`config.mk`:
```
export PLATFORM = sky130hd
export DESIGN_NAME = nora_core
export DESIGN_NICKNAME = d
export VERILOG_FILES = /design/src/verilog/nora_pkg.sv /design/src/verilog/cpu_phaser.sv /design/src/verilog/bus_decoder.sv /design/src/verilog/sys_regs.sv /design/src/verilog/simple_via.sv /design/src/verilog/atten_button.sv /design/src/verilog/led_blinker.sv /design/src/verilog/nora_core.sv
export SDC_FILE = /design/constraint.sdc
export NUM_CORES = 1
export LEC_CHECK = 0
export ABC_AREA = 1
export BUFFER_PORTS_ARGS = -buffer_cell sky130_fd_sc_hd__buf_2
export CAP_MARGIN = 20
export CORE_MARGIN = 5
export CORE_UTILIZATION = 30
export DETAILED_ROUTE_END_ITERATION = 8
export HOLD_SLACK_MARGIN = 0.06
export PLACE_DENSITY = 0.52
export SLEW_MARGIN = 30
export SYNTH_ARGS = -nofsm -noshare
export SYNTH_HDL_FRONTEND = slang
export SYNTH_SLANG_ARGS = --single-unit
```
`constraint.sdc`:
```
create_clock -name clk6x -period 2.3 [get_ports clk6x]
set_input_delay 0.46 -clock clk6x [delete_from_list [all_inputs] [get_ports clk6x]]
set_output_delay 0.46 -clock clk6x [all_outputs]
set_load 0.02 [all_outputs]
```
`src/verilog/nora_pkg.sv`:
```
/* NORA bus glue shared definitions
 * address map, register offsets, CPU phase timing, button and LED timing,
 * and the packed bus structs passed between the blocks
 */
package nora_pkg;

    // CPU clock phasing, clk6x cycles per CPU cycle
    localparam int CPU_PHASES = 6;
    typedef logic [$clog2(CPU_PHASES)-1:0] phase_t;

    localparam phase_t PH_SETUP      = 2;      // latch address, set up selects
    localparam phase_t PH_RELEASE_WR = 4;      // write strobe
    localparam phase_t PH_RELEASE_CS = 5;      // end of cycle

    // address map
    localparam logic [7:0]  IO_PAGE     = 8'h9F;
    localparam logic [7:0]  VIA1_BASE   = 8'h00;   // 16-byte window in io page
    localparam logic [7:0]  SCRB_BASE   = 8'h50;
    localparam logic [15:0] BANK_WIN_LO = 16'hA000;
    localparam logic [15:0] BANK_WIN_HI = 16'hBFFF;
    localparam logic [7:0]  IDLE_DATA   = 8'hFF;   // unmapped reads

    // system register offsets
    localparam logic [3:0] SCRB_RAMBANK  = 4'd0;
    localparam logic [3:0] SCRB_BANKMASK = 4'd1;
    localparam logic [7:0] BANKMASK_RESET = 8'h7F; // 128 banks after reset

    // via register offsets, 65C22 order
    localparam logic [3:0] VIA_ORB  = 4'd0;
    localparam logic [3:0] VIA_ORA  = 4'd1;
    localparam logic [3:0] VIA_DDRB = 4'd2;
    localparam logic [3:0] VIA_DDRA = 4'd3;

    // attention button
    localparam int DEBOUNCE_CYCLES  = 16;
    localparam int NMI_PULSE_CYCLES = 12;
    typedef logic [$clog2(DEBOUNCE_CYCLES)-1:0]    deb_cnt_t;
    typedef logic [$clog2(NMI_PULSE_CYCLES+1)-1:0] pulse_cnt_t;

    // led blinker divider
    localparam int BLINK_DIV_BITS = 6;

    // cpu side of a bus cycle
    typedef struct packed {
        logic [15:0] addr;
        logic [7:0]  wdata;
        logic        rwn;      // 1 = read
    } cpu_bus_t;

    // shared internal slave bus
    typedef struct packed {
        logic [3:0] offs;      // register offset in slave window
        logic [7:0] wdata;
        logic       rwn;
        logic       wstb;      // single-cycle write strobe
    } slv_bus_t;

    // one gpio port towards the pins
    typedef struct packed {
        logic [7:0] value;
        logic [7:0] oe;        // 1 = drive
    } gpio_port_t;

endpackage

```
`src/verilog/cpu_phaser.sv`:
```
/* CPU clock phaser
 * free-running six-phase counter making the CPU clock and the
 * setup, write-release and cycle-end strobes of each bus cycle
 */
`timescale 1ns/1ps

module cpu_phaser (
    input  logic clk6x,
    input  logic reset_i,
    output logic cphi2_o,       // cpu clock, high in upper half
    output logic setup_cs_o,    // phase 2 pulse
    output logic release_wr_o,  // phase 4 pulse
    output logic release_cs_o   // phase 5 pulse
);

    nora_pkg::phase_t phase_q;  // 0 .. CPU_PHASES-1

    always_ff @(posedge clk6x)
    begin
        if (reset_i)
        begin
            phase_q <= '0;
        end
        else if (phase_q == nora_pkg::phase_t'(nora_pkg::CPU_PHASES - 1))
        begin
            phase_q <= '0;      // cphi2 falls here, new cycle
        end
        else
        begin
            phase_q <= phase_q + 1'b1;
        end
    end

    // decoded straight from the counter, all low in phase 0
    assign cphi2_o      = (phase_q > nora_pkg::PH_SETUP);
    assign setup_cs_o   = (phase_q == nora_pkg::PH_SETUP);
    assign release_wr_o = (phase_q == nora_pkg::PH_RELEASE_WR);
    assign release_cs_o = (phase_q == nora_pkg::PH_RELEASE_CS);

endmodule

```
`src/verilog/bus_decoder.sv`:
```
/* CPU bus decoder
 * latches the CPU address at setup, selects the internal slave,
 * forms the write strobe and muxes read data back to the CPU
 */
`timescale 1ns/1ps

module bus_decoder (
    input  logic               clk6x,
    input  logic               reset_i,
    input  nora_pkg::cpu_bus_t cpu_i,
    input  logic               setup_cs_i,
    input  logic               release_wr_i,
    input  logic               cphi2_i,
    input  logic [7:0]         via_rdata_i,
    input  logic [7:0]         scrb_rdata_i,
    output nora_pkg::slv_bus_t slv_o,
    output logic               via_sel_o,
    output logic               scrb_sel_o,
    output logic [15:0]        addr_o,
    output logic [7:0]         cpu_data_o,
    output logic               cpu_data_oe_o
);

    logic [15:0] addr_q;        // latched cpu address
    logic        rwn_q;
    logic        io_page;

    // address and direction are stable by phase 2
    always_ff @(posedge clk6x)
    begin
        if (reset_i)
        begin
            addr_q <= '0;
            rwn_q  <= 1'b1;     // idle as read
        end
        else if (setup_cs_i)
        begin
            addr_q <= cpu_i.addr;
            rwn_q  <= cpu_i.rwn;
        end
    end

    assign io_page    = (addr_q[15:8] == nora_pkg::IO_PAGE);
    // 16-byte windows, low nibble is the register offset
    assign via_sel_o  = io_page && ((addr_q[7:0] & 8'hF0) == nora_pkg::VIA1_BASE);
    assign scrb_sel_o = io_page && ((addr_q[7:0] & 8'hF0) == nora_pkg::SCRB_BASE);

    assign addr_o = addr_q;

    // write data only valid from phase 4, taken live from the cpu side
    assign slv_o.offs  = addr_q[3:0];
    assign slv_o.wdata = cpu_i.wdata;
    assign slv_o.rwn   = rwn_q;
    assign slv_o.wstb  = release_wr_i && !rwn_q && (via_sel_o || scrb_sel_o);

    always_comb
    begin
        if (via_sel_o)
        begin
            cpu_data_o = via_rdata_i;
        end
        else if (scrb_sel_o)
        begin
            cpu_data_o = scrb_rdata_i;
        end
        else
        begin
            cpu_data_o = nora_pkg::IDLE_DATA;   // nothing mapped
        end
    end

    // drive the cpu data bus in the phi2-high half of reads only
    assign cpu_data_oe_o = cphi2_i && rwn_q;

endmodule

```
`src/verilog/sys_regs.sv`:
```
/* System control registers
 * RAM bank register and bank mask, and the masked bank
 * on the high memory address bits inside the banked window
 */
`timescale 1ns/1ps

module sys_regs (
    input  logic               clk6x,
    input  logic               reset_i,
    input  nora_pkg::slv_bus_t slv_i,
    input  logic               sel_i,
    input  logic [15:0]        addr_i,      // latched cpu address
    output logic [7:0]         rdata_o,
    output logic [7:0]         mem_bank_o
);

    logic [7:0] rambank_q;
    logic [7:0] bankmask_q;
    logic       in_window;

    always_ff @(posedge clk6x)
    begin
        if (reset_i)
        begin
            rambank_q  <= '0;
            bankmask_q <= nora_pkg::BANKMASK_RESET;
        end
        else if (sel_i && slv_i.wstb)
        begin
            if (slv_i.offs == nora_pkg::SCRB_RAMBANK)
            begin
                rambank_q <= slv_i.wdata;
            end
            if (slv_i.offs == nora_pkg::SCRB_BANKMASK)
            begin
                bankmask_q <= slv_i.wdata;
            end
        end
    end

    always_comb
    begin
        case (slv_i.offs)
            nora_pkg::SCRB_RAMBANK:  rdata_o = rambank_q;    // unmasked
            nora_pkg::SCRB_BANKMASK: rdata_o = bankmask_q;
            default:                 rdata_o = nora_pkg::IDLE_DATA;
        endcase
    end

    assign in_window = (addr_i >= nora_pkg::BANK_WIN_LO) && (addr_i <= nora_pkg::BANK_WIN_HI);

    // zero outside the window, i.e. bank 0
    assign mem_bank_o = in_window ? (rambank_q & bankmask_q) : 8'h00;

endmodule

```
`src/verilog/simple_via.sv`:
```
/* Simplified VIA
 * two 8-bit GPIO ports with data direction registers,
 * register layout as in the 65C22
 */
`timescale 1ns/1ps

module simple_via (
    input  logic                 clk6x,
    input  logic                 reset_i,
    input  nora_pkg::slv_bus_t   slv_i,
    input  logic                 sel_i,
    input  logic [7:0]           port_a_i,
    input  logic [7:0]           port_b_i,
    output nora_pkg::gpio_port_t port_a_o,
    output nora_pkg::gpio_port_t port_b_o,
    output logic [7:0]           rdata_o
);

    logic [7:0] ora_q;
    logic [7:0] orb_q;
    logic [7:0] ddra_q;     // 1 = output
    logic [7:0] ddrb_q;
    logic       wr_en;

    // per bit: output reg where driven, pin where input
    function automatic logic [7:0] port_read(input logic [7:0] outreg,
                                             input logic [7:0] ddr,
                                             input logic [7:0] pins);
        return (outreg & ddr) | (pins & ~ddr);
    endfunction

    assign wr_en = sel_i && slv_i.wstb;

    always_ff @(posedge clk6x)
    begin
        if (reset_i)
        begin
            ora_q  <= '0;
            orb_q  <= '0;
            ddra_q <= '0;   // all inputs after reset
            ddrb_q <= '0;
        end
        else if (wr_en)
        begin
            case (slv_i.offs)
                nora_pkg::VIA_ORB:  orb_q  <= slv_i.wdata;
                nora_pkg::VIA_ORA:  ora_q  <= slv_i.wdata;
                nora_pkg::VIA_DDRB: ddrb_q <= slv_i.wdata;
                nora_pkg::VIA_DDRA: ddra_q <= slv_i.wdata;
                default:
                begin
                    // timers etc. not implemented, write ignored
                end
            endcase
        end
    end

    always_comb
    begin
        case (slv_i.offs)
            nora_pkg::VIA_ORB:  rdata_o = port_read(orb_q, ddrb_q, port_b_i);
            nora_pkg::VIA_ORA:  rdata_o = port_read(ora_q, ddra_q, port_a_i);
            nora_pkg::VIA_DDRB: rdata_o = ddrb_q;
            nora_pkg::VIA_DDRA: rdata_o = ddra_q;
            default:            rdata_o = nora_pkg::IDLE_DATA;
        endcase
    end

    // pin side
    assign port_a_o.value = ora_q;
    assign port_a_o.oe    = ddra_q;
    assign port_b_o.value = orb_q;
    assign port_b_o.oe    = ddrb_q;

endmodule

```
`src/verilog/atten_button.sv`:
```
/* Attention button
 * synchronizes and debounces the active-low button and fires
 * one fixed-length NMI pulse per accepted press
 */
`timescale 1ns/1ps

module atten_button (
    input  logic clk6x,
    input  logic reset_i,
    input  logic attbtn_i,      // active low, async
    output logic cpu_nmin_o     // active low
);

    logic                 btn_s1;
    logic                 btn_s2;      // synchronized, low = pressed
    logic                 armed_q;     // released since last pulse
    nora_pkg::deb_cnt_t   deb_q;
    nora_pkg::pulse_cnt_t pulse_q;
    logic                 accept;
    logic                 nmin_q;

    always_ff @(posedge clk6x)
    begin
        if (reset_i)
        begin
            btn_s1 <= 1'b1;
            btn_s2 <= 1'b1;
        end
        else
        begin
            btn_s1 <= attbtn_i;
            btn_s2 <= btn_s1;
        end
    end

    // press held long enough, and not yet reported
    assign accept = !btn_s2 && armed_q
                    && (deb_q == nora_pkg::deb_cnt_t'(nora_pkg::DEBOUNCE_CYCLES - 1));

    always_ff @(posedge clk6x)
    begin
        if (reset_i)
        begin
            deb_q   <= '0;
            armed_q <= 1'b0;
        end
        else if (btn_s2)
        begin
            deb_q   <= '0;      // released, glitch ends here too
            armed_q <= 1'b1;
        end
        else if (accept)
        begin
            deb_q   <= '0;
            armed_q <= 1'b0;    // wait for release
        end
        else if (armed_q)
        begin
            deb_q <= deb_q + 1'b1;
        end
    end

    always_ff @(posedge clk6x)
    begin
        if (reset_i)
        begin
            pulse_q <= '0;
            nmin_q  <= 1'b1;
        end
        else
        begin
            if (accept)
                pulse_q <= nora_pkg::pulse_cnt_t'(nora_pkg::NMI_PULSE_CYCLES);
            else if (pulse_q != '0)
                pulse_q <= pulse_q - 1'b1;
            nmin_q <= (pulse_q == '0);  // low while counting
        end
    end

    assign cpu_nmin_o = nmin_q;

endmodule

```
`src/verilog/led_blinker.sv`:
```
/* LED blinker
 * free-running divider, toggles the LED level on every wrap
 */
`timescale 1ns/1ps

module led_blinker (
    input  logic clk6x,
    input  logic reset_i,
    output logic led_o
);

    logic [nora_pkg::BLINK_DIV_BITS-1:0] div_q;
    logic                                led_q;

    always_ff @(posedge clk6x)
    begin
        if (reset_i)
        begin
            div_q <= '0;
            led_q <= 1'b0;
        end
        else
        begin
            div_q <= div_q + 1'b1;
            if (&div_q)
                led_q <= ~led_q;    // wrap
        end
    end

    assign led_o = led_q;

endmodule

```
`src/verilog/nora_core.sv`:
```
/* NORA core top
 * CPU phaser, bus decoder, system registers, VIA, attention
 * button and LED blinker on one clk6x domain
 */
`timescale 1ns/1ps

module nora_core (
    input  logic                 clk6x,
    input  logic                 reset_i,
    input  nora_pkg::cpu_bus_t   cpu_i,
    input  logic                 attbtn_i,
    input  logic [7:0]           port_a_i,
    input  logic [7:0]           port_b_i,
    output logic                 cphi2_o,
    output logic [7:0]           cpu_data_o,
    output logic                 cpu_data_oe_o,
    output logic                 cpu_nmin_o,
    output logic [7:0]           mem_bank_o,
    output nora_pkg::gpio_port_t port_a_o,
    output nora_pkg::gpio_port_t port_b_o,
    output logic                 led_o
);

    logic               setup_cs;
    logic               release_wr;
    nora_pkg::slv_bus_t slv;
    logic               via_sel;
    logic               scrb_sel;
    logic [15:0]        cpu_addr;       // latched at setup
    logic [7:0]         via_rdata;
    logic [7:0]         scrb_rdata;
    logic               blink_led;

    cpu_phaser u_phaser (
        .clk6x        (clk6x),
        .reset_i      (reset_i),
        .cphi2_o      (cphi2_o),
        .setup_cs_o   (setup_cs),
        .release_wr_o (release_wr),
        .release_cs_o ()
    );

    bus_decoder u_decoder (
        .clk6x         (clk6x),
        .reset_i       (reset_i),
        .cpu_i         (cpu_i),
        .setup_cs_i    (setup_cs),
        .release_wr_i  (release_wr),
        .cphi2_i       (cphi2_o),
        .via_rdata_i   (via_rdata),
        .scrb_rdata_i  (scrb_rdata),
        .slv_o         (slv),
        .via_sel_o     (via_sel),
        .scrb_sel_o    (scrb_sel),
        .addr_o        (cpu_addr),
        .cpu_data_o    (cpu_data_o),
        .cpu_data_oe_o (cpu_data_oe_o)
    );

    sys_regs u_scrb (
        .clk6x      (clk6x),
        .reset_i    (reset_i),
        .slv_i      (slv),
        .sel_i      (scrb_sel),
        .addr_i     (cpu_addr),
        .rdata_o    (scrb_rdata),
        .mem_bank_o (mem_bank_o)
    );

    simple_via u_via1 (
        .clk6x    (clk6x),
        .reset_i  (reset_i),
        .slv_i    (slv),
        .sel_i    (via_sel),
        .port_a_i (port_a_i),
        .port_b_i (port_b_i),
        .port_a_o (port_a_o),
        .port_b_o (port_b_o),
        .rdata_o  (via_rdata)
    );

    atten_button u_abtn (
        .clk6x      (clk6x),
        .reset_i    (reset_i),
        .attbtn_i   (attbtn_i),
        .cpu_nmin_o (cpu_nmin_o)
    );

    led_blinker u_blink (
        .clk6x   (clk6x),
        .reset_i (reset_i),
        .led_o   (blink_led)
    );

    // portb bit 0 takes over the led once made an output
    assign led_o = port_b_o.oe[0] ? port_b_o.value[0] : blink_led;

endmodule

```
# Yosys cells after proc, flatten, opt, wreduce, memory -nomap -nowiden

Index checks and enable logic that the tools add are counted.

Bits of input ports: 44
Logic and storage cells: 83
Bits in registers: 87

Bitwise operators: 10
Magnitude comparators: 3
Equal/unequal tests: 9
Reductions and logical operators: 29
Add/sub/neg operators: 4
Muxes and demuxes: 10

Operators with widths:

| operator               | number |
|---|---|
| $and A8 B8 Y8          | 5 |
| $pmux W8 S4            | 1 |
| $mux W8                | 3 |
| $ge A16 B16 Y1 const B | 1 |
| $le A16 B16 Y1 const B | 1 |
| $not A8 Y8             | 2 |
| $or A8 B8 Y8           | 2 |
| $pmux W8 S2            | 1 |
| $reduce_and A2 Y1      | 6 |
| $logic_and A1 B1 Y1    | 10 |
| $eq A4 B2 Y1 const B   | 2 |
| $eq A8 B8 Y1 const B   | 1 |
| $logic_not A4 Y1       | 2 |
| $logic_not A8 Y1       | 1 |
| $mux W4                | 2 |
| $add A6 B1 Y6 const B  | 1 |
| $eq A3 B3 Y1 const B   | 2 |
| $reduce_and A6 Y1      | 1 |
| $add A4 B1 Y4 const B  | 1 |
| $eq A4 B1 Y1 const B   | 1 |
| $eq A4 B3 Y1 const B   | 1 |
| $eq A4 B4 Y1 const B   | 1 |
| $reduce_bool A2 Y1     | 2 |
| $reduce_bool A4 Y1     | 1 |
| other kinds (10)       | 14 |

# Depth between registers and ports, before layout

Word-level depth: 6
Gate-level depth with buffers: 10
Gate-level depth less buffers: 10

# Hierarchy

A second synthesis with hierarchy kept.

Cells, all modules: 783
Area, all modules: 5018.6 um2

By module, submodules not included:

| module       | cells an instance | instances | area an instance (um2) |
|---|---|---|---|
| simple_via   | 350               | 1         | 2021.9 |
| bus_decoder  | 159               | 1         | 1032.2 |
| sys_regs     | 131               | 1         | 893.4 |
| atten_button | 72                | 1         | 576.8 |
| led_blinker  | 40                | 1         | 287.8 |
| cpu_phaser   | 27                | 1         | 191.4 |
| nora_core    | 4                 | 1         | 15.0 |

# Least setup slack after synthesis

No wires, ideal clock.

Path kind: register -> output
Start point: reg u_phaser.phase_q[0]
End point: out cpu_data_oe_o
Arrival: 1.475 ns
Path buffers: 0
Stages on the path, launching flop included: 5
Data required time: 1.840 ns
Slack: 0.365 ns
Cell sequence: dfxtp_1 -> inv_1 -> ha_1 -> o21ai_0 -> and2_1

Cells in the longest elaborated chain, start to end: 2

Ends and longest elaborated chain:

| element                | line              | RTL |
|---|---|---|
| from (decl)            | cpu_phaser.sv:16  | `nora_pkg::phase_t phase_q;` |
| from (signal assigned) | cpu_phaser.sv:30  | `phase_q <= phase_q + 1'b1;` |
| $gt A3 B2 Y1           | cpu_phaser.sv:35  | `assign cphi2_o = (phase_q > nora_pkg::PH_SETUP);` |
| via cphi2_o            | nora_core.sv:14   | `output logic cphi2_o,` |
| $logic_and A1 B1 Y1    | bus_decoder.sv:73 | `assign cpu_data_oe_o = cphi2_i && rwn_q;` |
| to (decl)              | nora_core.sv:16   | `output logic cpu_data_oe_o,` |

The timed path passes the listed nets, and every way through them passes these cells.

# Final worst setup path

Start point: reg u_decoder.addr_q[3], in the netlist u_decoder.addr_o[3]
End point: out cpu_data_o[7]

Cells in the longest elaborated chain, start to end: 4
Elaborated cells between the ends (all ways): 8

Ends and longest elaborated chain:

| element                                                 | line                             | RTL |
|---|---|---|
| from (decl)                                             | bus_decoder.sv:24                | `logic [15:0] addr_q;` |
| from (signal assigned)                                  | bus_decoder.sv:38                | `addr_q <= cpu_i.addr;` |
| $eq A4 B1 Y1 / $logic_not A4 Y1 (equally long branches) | sys_regs.sv:43, simple_via.sv:60 |  |
| $pmux W8 S2                                             | sys_regs.sv:43                   | `case (slv_i.offs)` |
| $mux W8                                                 | bus_decoder.sv:62                | `else if (scrb_sel_o)` |
| $mux W8 (*)                                             | bus_decoder.sv:58                | `if (via_sel_o)` |
| to (decl)                                               | nora_core.sv:15                  | `output logic [7:0] cpu_data_o,` |

Every way passes the cells marked *; elsewhere a longest branch is shown, timed or not.

==> results.md <==
* Longest Clk Path Bufs at 2
* 1st-iter DRT viols at around 250
* M2 GR Usage at 22.70%
* Port bufs at 95
* Critical path type: reg2out
* Dpl hpwl at slightly above 9000 um
* P&R area growth vs syn at 23.60%
* Largest net degree at the start of global routing at 32
* Global-route wire length before repair at ~19000 um
* Final ANT Viol Nets at 0
* Die area at 0.01711 sq mm
* CP max stage delay at 0.33 ns
* Cells after Synth at approximately 650
* CP Launch Type: register
* Seq pwr share at between 40% and 50%
* # fillers at 1592
* VDD IR max at 0.4110 mV
* Remaining global-route overflow at 0
* Number of global-route vias before repair at about 3700
* Total GRT Usage at 14.67%
* Comb power frac at 16.5%
* Cell internal pwr at ~2700 uW
* DP Worst Slack at 0.3122 ns
* DRC errors left at 0
* Fin. max-slew vios at 0
* Outcome: finished, final reports clean
* Met3 usage at 3.659%
* DRT Wirelength at 12350 um
* Worst Max-Slew Pin Slew at 0.4139 ns
* GR Layer Usage met1 at 19.51%
* GR peak layer: met2
* Final setup margin at 0.07530 ns
* Yosys warns at 0
* CP arrival at 1.76 ns
* Diode count at 0
* CP max stage cell: dfxtp_2
* Number of I/O pins at 96
* Sw power at 1093 uW
* CTS tree: built
* Row Count at between 40 and 50
* Syn_nets at 697
* Headroom to the max-slew limit at between 70 and 80%
* Clock root cell: clkbuf_16
* Switching share of total power at 29.05%
* Final nets at 793
* Crit. End Element: output pin
* Routability congestion estimate at 0.7975
* Tcrit/Tclk final at 96.73%
* CORE AREA at 0.01442 sq mm
* Power density over cell area at 695.1 mW/mm^2
* Clock slew at reported path FFs at 0.06 ns
* Clock latency on the worst-skew pair at between 0.3 and 0.4 ns
* Initial Utilization at 30.36%
* Routed via count at slightly above 4000
* Critical Path, Cell by Cell: nor2_4, buf_12, nand3_4, inv_2, nand2_1, o21ai_0, nor2_1, a21oi_1, buf_2
* Max FO, Critical Path at 8
* Antenna violations before repair at 0
* Final Critical Period at roughly 2.2 ns
* Register area share after synthesis at 39.77%
* Achievable Freq at 449.5 MHz
* Clock sink count at 87
* Mapped Area at 0.004379 sq mm
* Synth unique cells at 34
* Mean Syn Cell Area at 6.779 sq um
* Synthesized flop and latch total at 87
* HP Class: in2reg
* Final hold viol count at 0
* Clock buffer count from CTS at 9
* Clock network power share at 39.9%
* Die height at 130.8 um
* Leakage Power at 0.002814 uW
* Vias/cell at 4.381
* Final setup fails at 0
* Critical path required time at 1.84 ns
* Drt pass-1 iters at 4
* Die Wd at 130.8 um
* Clock Skews at 0.01024 ns
* Max capacitance violation total at 0
* H-tree Lvls at 3
* Share of cells above drive strength 1 at between 20 and 25%
* Per-cell routed wire length at 13.27 um
* TNS Setup at 0 ns
[cell usage in the layout (no fill, tap or decap), types with 9 or more instances in the layout]
cell type	instances
nand4_1	10
nand3_1	20
a21oi_1	20
nand2_2	9
buf_2	92
buf_4	11
clkbuf_16	9
o21ai_0	29
inv_2	10
nand2_1	177
nor2_1	130
inv_1	72
dfxtp_1	83
[repair_timing]
item / in CTS / in global routing
cloned: 0 / 0
pin swaps: 0 / 3
setup endpoints to repair: 2 / 8
hold buffers: 0 / 0
resized for setup: 7 / 28
buffers inserted: 0 / 5
[metrics by stage]
step | power, uW | cells | cell area, sq um | hold slack, ns | util [%]
2_1_floorplan | 2079 | 646 | 4379 | 0.3895 | -
3_3_place_gp | 2237 | 910 | 4956 | 0.3912 | 34.36
3_5_place_dp | 2241 | 910 | 4956 | 0.3937 | 34.36
4_1_cts | 3767 | 926 | 5279 | 0.2728 | 36.60
5_1_grt | 3968 | 931 | 5413 | 0.2729 | 37.53
6_report | 3762 | 931 | 5413 | 0.2906 | 37.53
[final timing paths]
kind                                      startpoint  cells after the start                  end  slack (ns)
worst min register to register         u_abtn.btn_s1                      1        u_abtn.btn_s2        0.41
worst min-delay path                        attbtn_i                      2        u_abtn.btn_s1        0.29
worst max register to register  u_decoder.addr_o[15]                      9  u_scrb.rambank_q[7]        0.74
worst max-delay path             u_decoder.addr_o[3]                      9        cpu_data_o[7]        0.08
[final cells by class]
type	instances	area, sq um	area share [%]
clock buffers	10	229.0	4.230
clock inverters	6	68.82	1.271
inverters	84	325.3	6.010
multi-input cells	454	2223	41.08
flip-flops and latches	87	1747	32.27
well taps	184	230.2	4.253
repair buffers	106	589.3	10.89
[metal layers]
metal  vias to the layer above  wire (um)  share of wire, %
li1                       2193          -                 -
met2                       101       5291                43
met1                      1767       5960                48
met5                         -          0                 0
met4                         0        316               2.6
met3                        18        783               6.3
[state kept, by name (all words and copies together) (netlist names), 3 cells and up]
signal and flops:
u_phaser.phase_q 3, u_blink.div_q 6, u_via1.ddra_q 8, u_via1.ora_q 8, u_decoder.addr_o 16, u_abtn.pulse_q 4
u_scrb.rambank_q 8, u_via1.orb_q 8, u_scrb.bankmask_q 8, u_abtn.deb_q 4, u_via1.ddrb_q 8
[cells by family (layout without fill, tap and decap cells)]
kind of cell,after synthesis,after routing,share of synthesized area (%)
flops,87,87,39.77
buf+inv,105,206,11.17
xor+xnor,5,5,1.000
mux,1,1,0.2286
fa+ha+maj,7,7,2.000
simple gates,375,375,37.94
compound gates,66,66,7.886
[Yosys cell counts (all sizes together)]
| library cell | instances | share of area (%) |
|---|---|---|
| xor2 | 4 | 0.80 |
| nor3 | 6 | 0.69 |
| o211ai | 2 | 0.34 |
| a21oi | 23 | 2.6 |
| a31oi | 2 | 0.29 |
| clkbuf | 9 | 1.7 |
| mux2i | 1 | 0.23 |
| clkinv | 1 | 0.086 |
| dfxtp | 87 | 40 |
| ha | 7 | 2.0 |
| xnor2 | 1 | 0.20 |
| nand3 | 30 | 5.0 |
| and2 | 1 | 0.14 |
| buf | 12 | 2.3 |
| o22ai | 6 | 0.86 |
| nand4 | 11 | 1.9 |
| nor2 | 137 | 13 |
| or2 | 2 | 0.29 |
| nand2 | 188 | 17 |
| inv | 83 | 7.1 |
| o21ai | 33 | 3.8 |
[power by group through the flow]
| stage | sequential, uW | clock, uW | combinational (uW) |
|---|---|---|---|
| CTS | 1640 | 1550 | 582 |
| finish | 1640 | 1500 | 619 |
| global placement | 1670 | 0 | 569 |
| global route | 1650 | 1620 | 704 |
| detailed placement | 1670 | 0 | 573 |
| floorplan | 1670 | 0 | 409 |
[worst max-delay path: cells and delay by family (launching register included)]
kind / cells / cell delay (ns)
simple gates: 4 / 0.37
buf+inv: 3 / 0.45
compound gates: 2 / 0.26
flops: 1 / 0.33
Note: power is estimated with default switching activity, not from simulation.
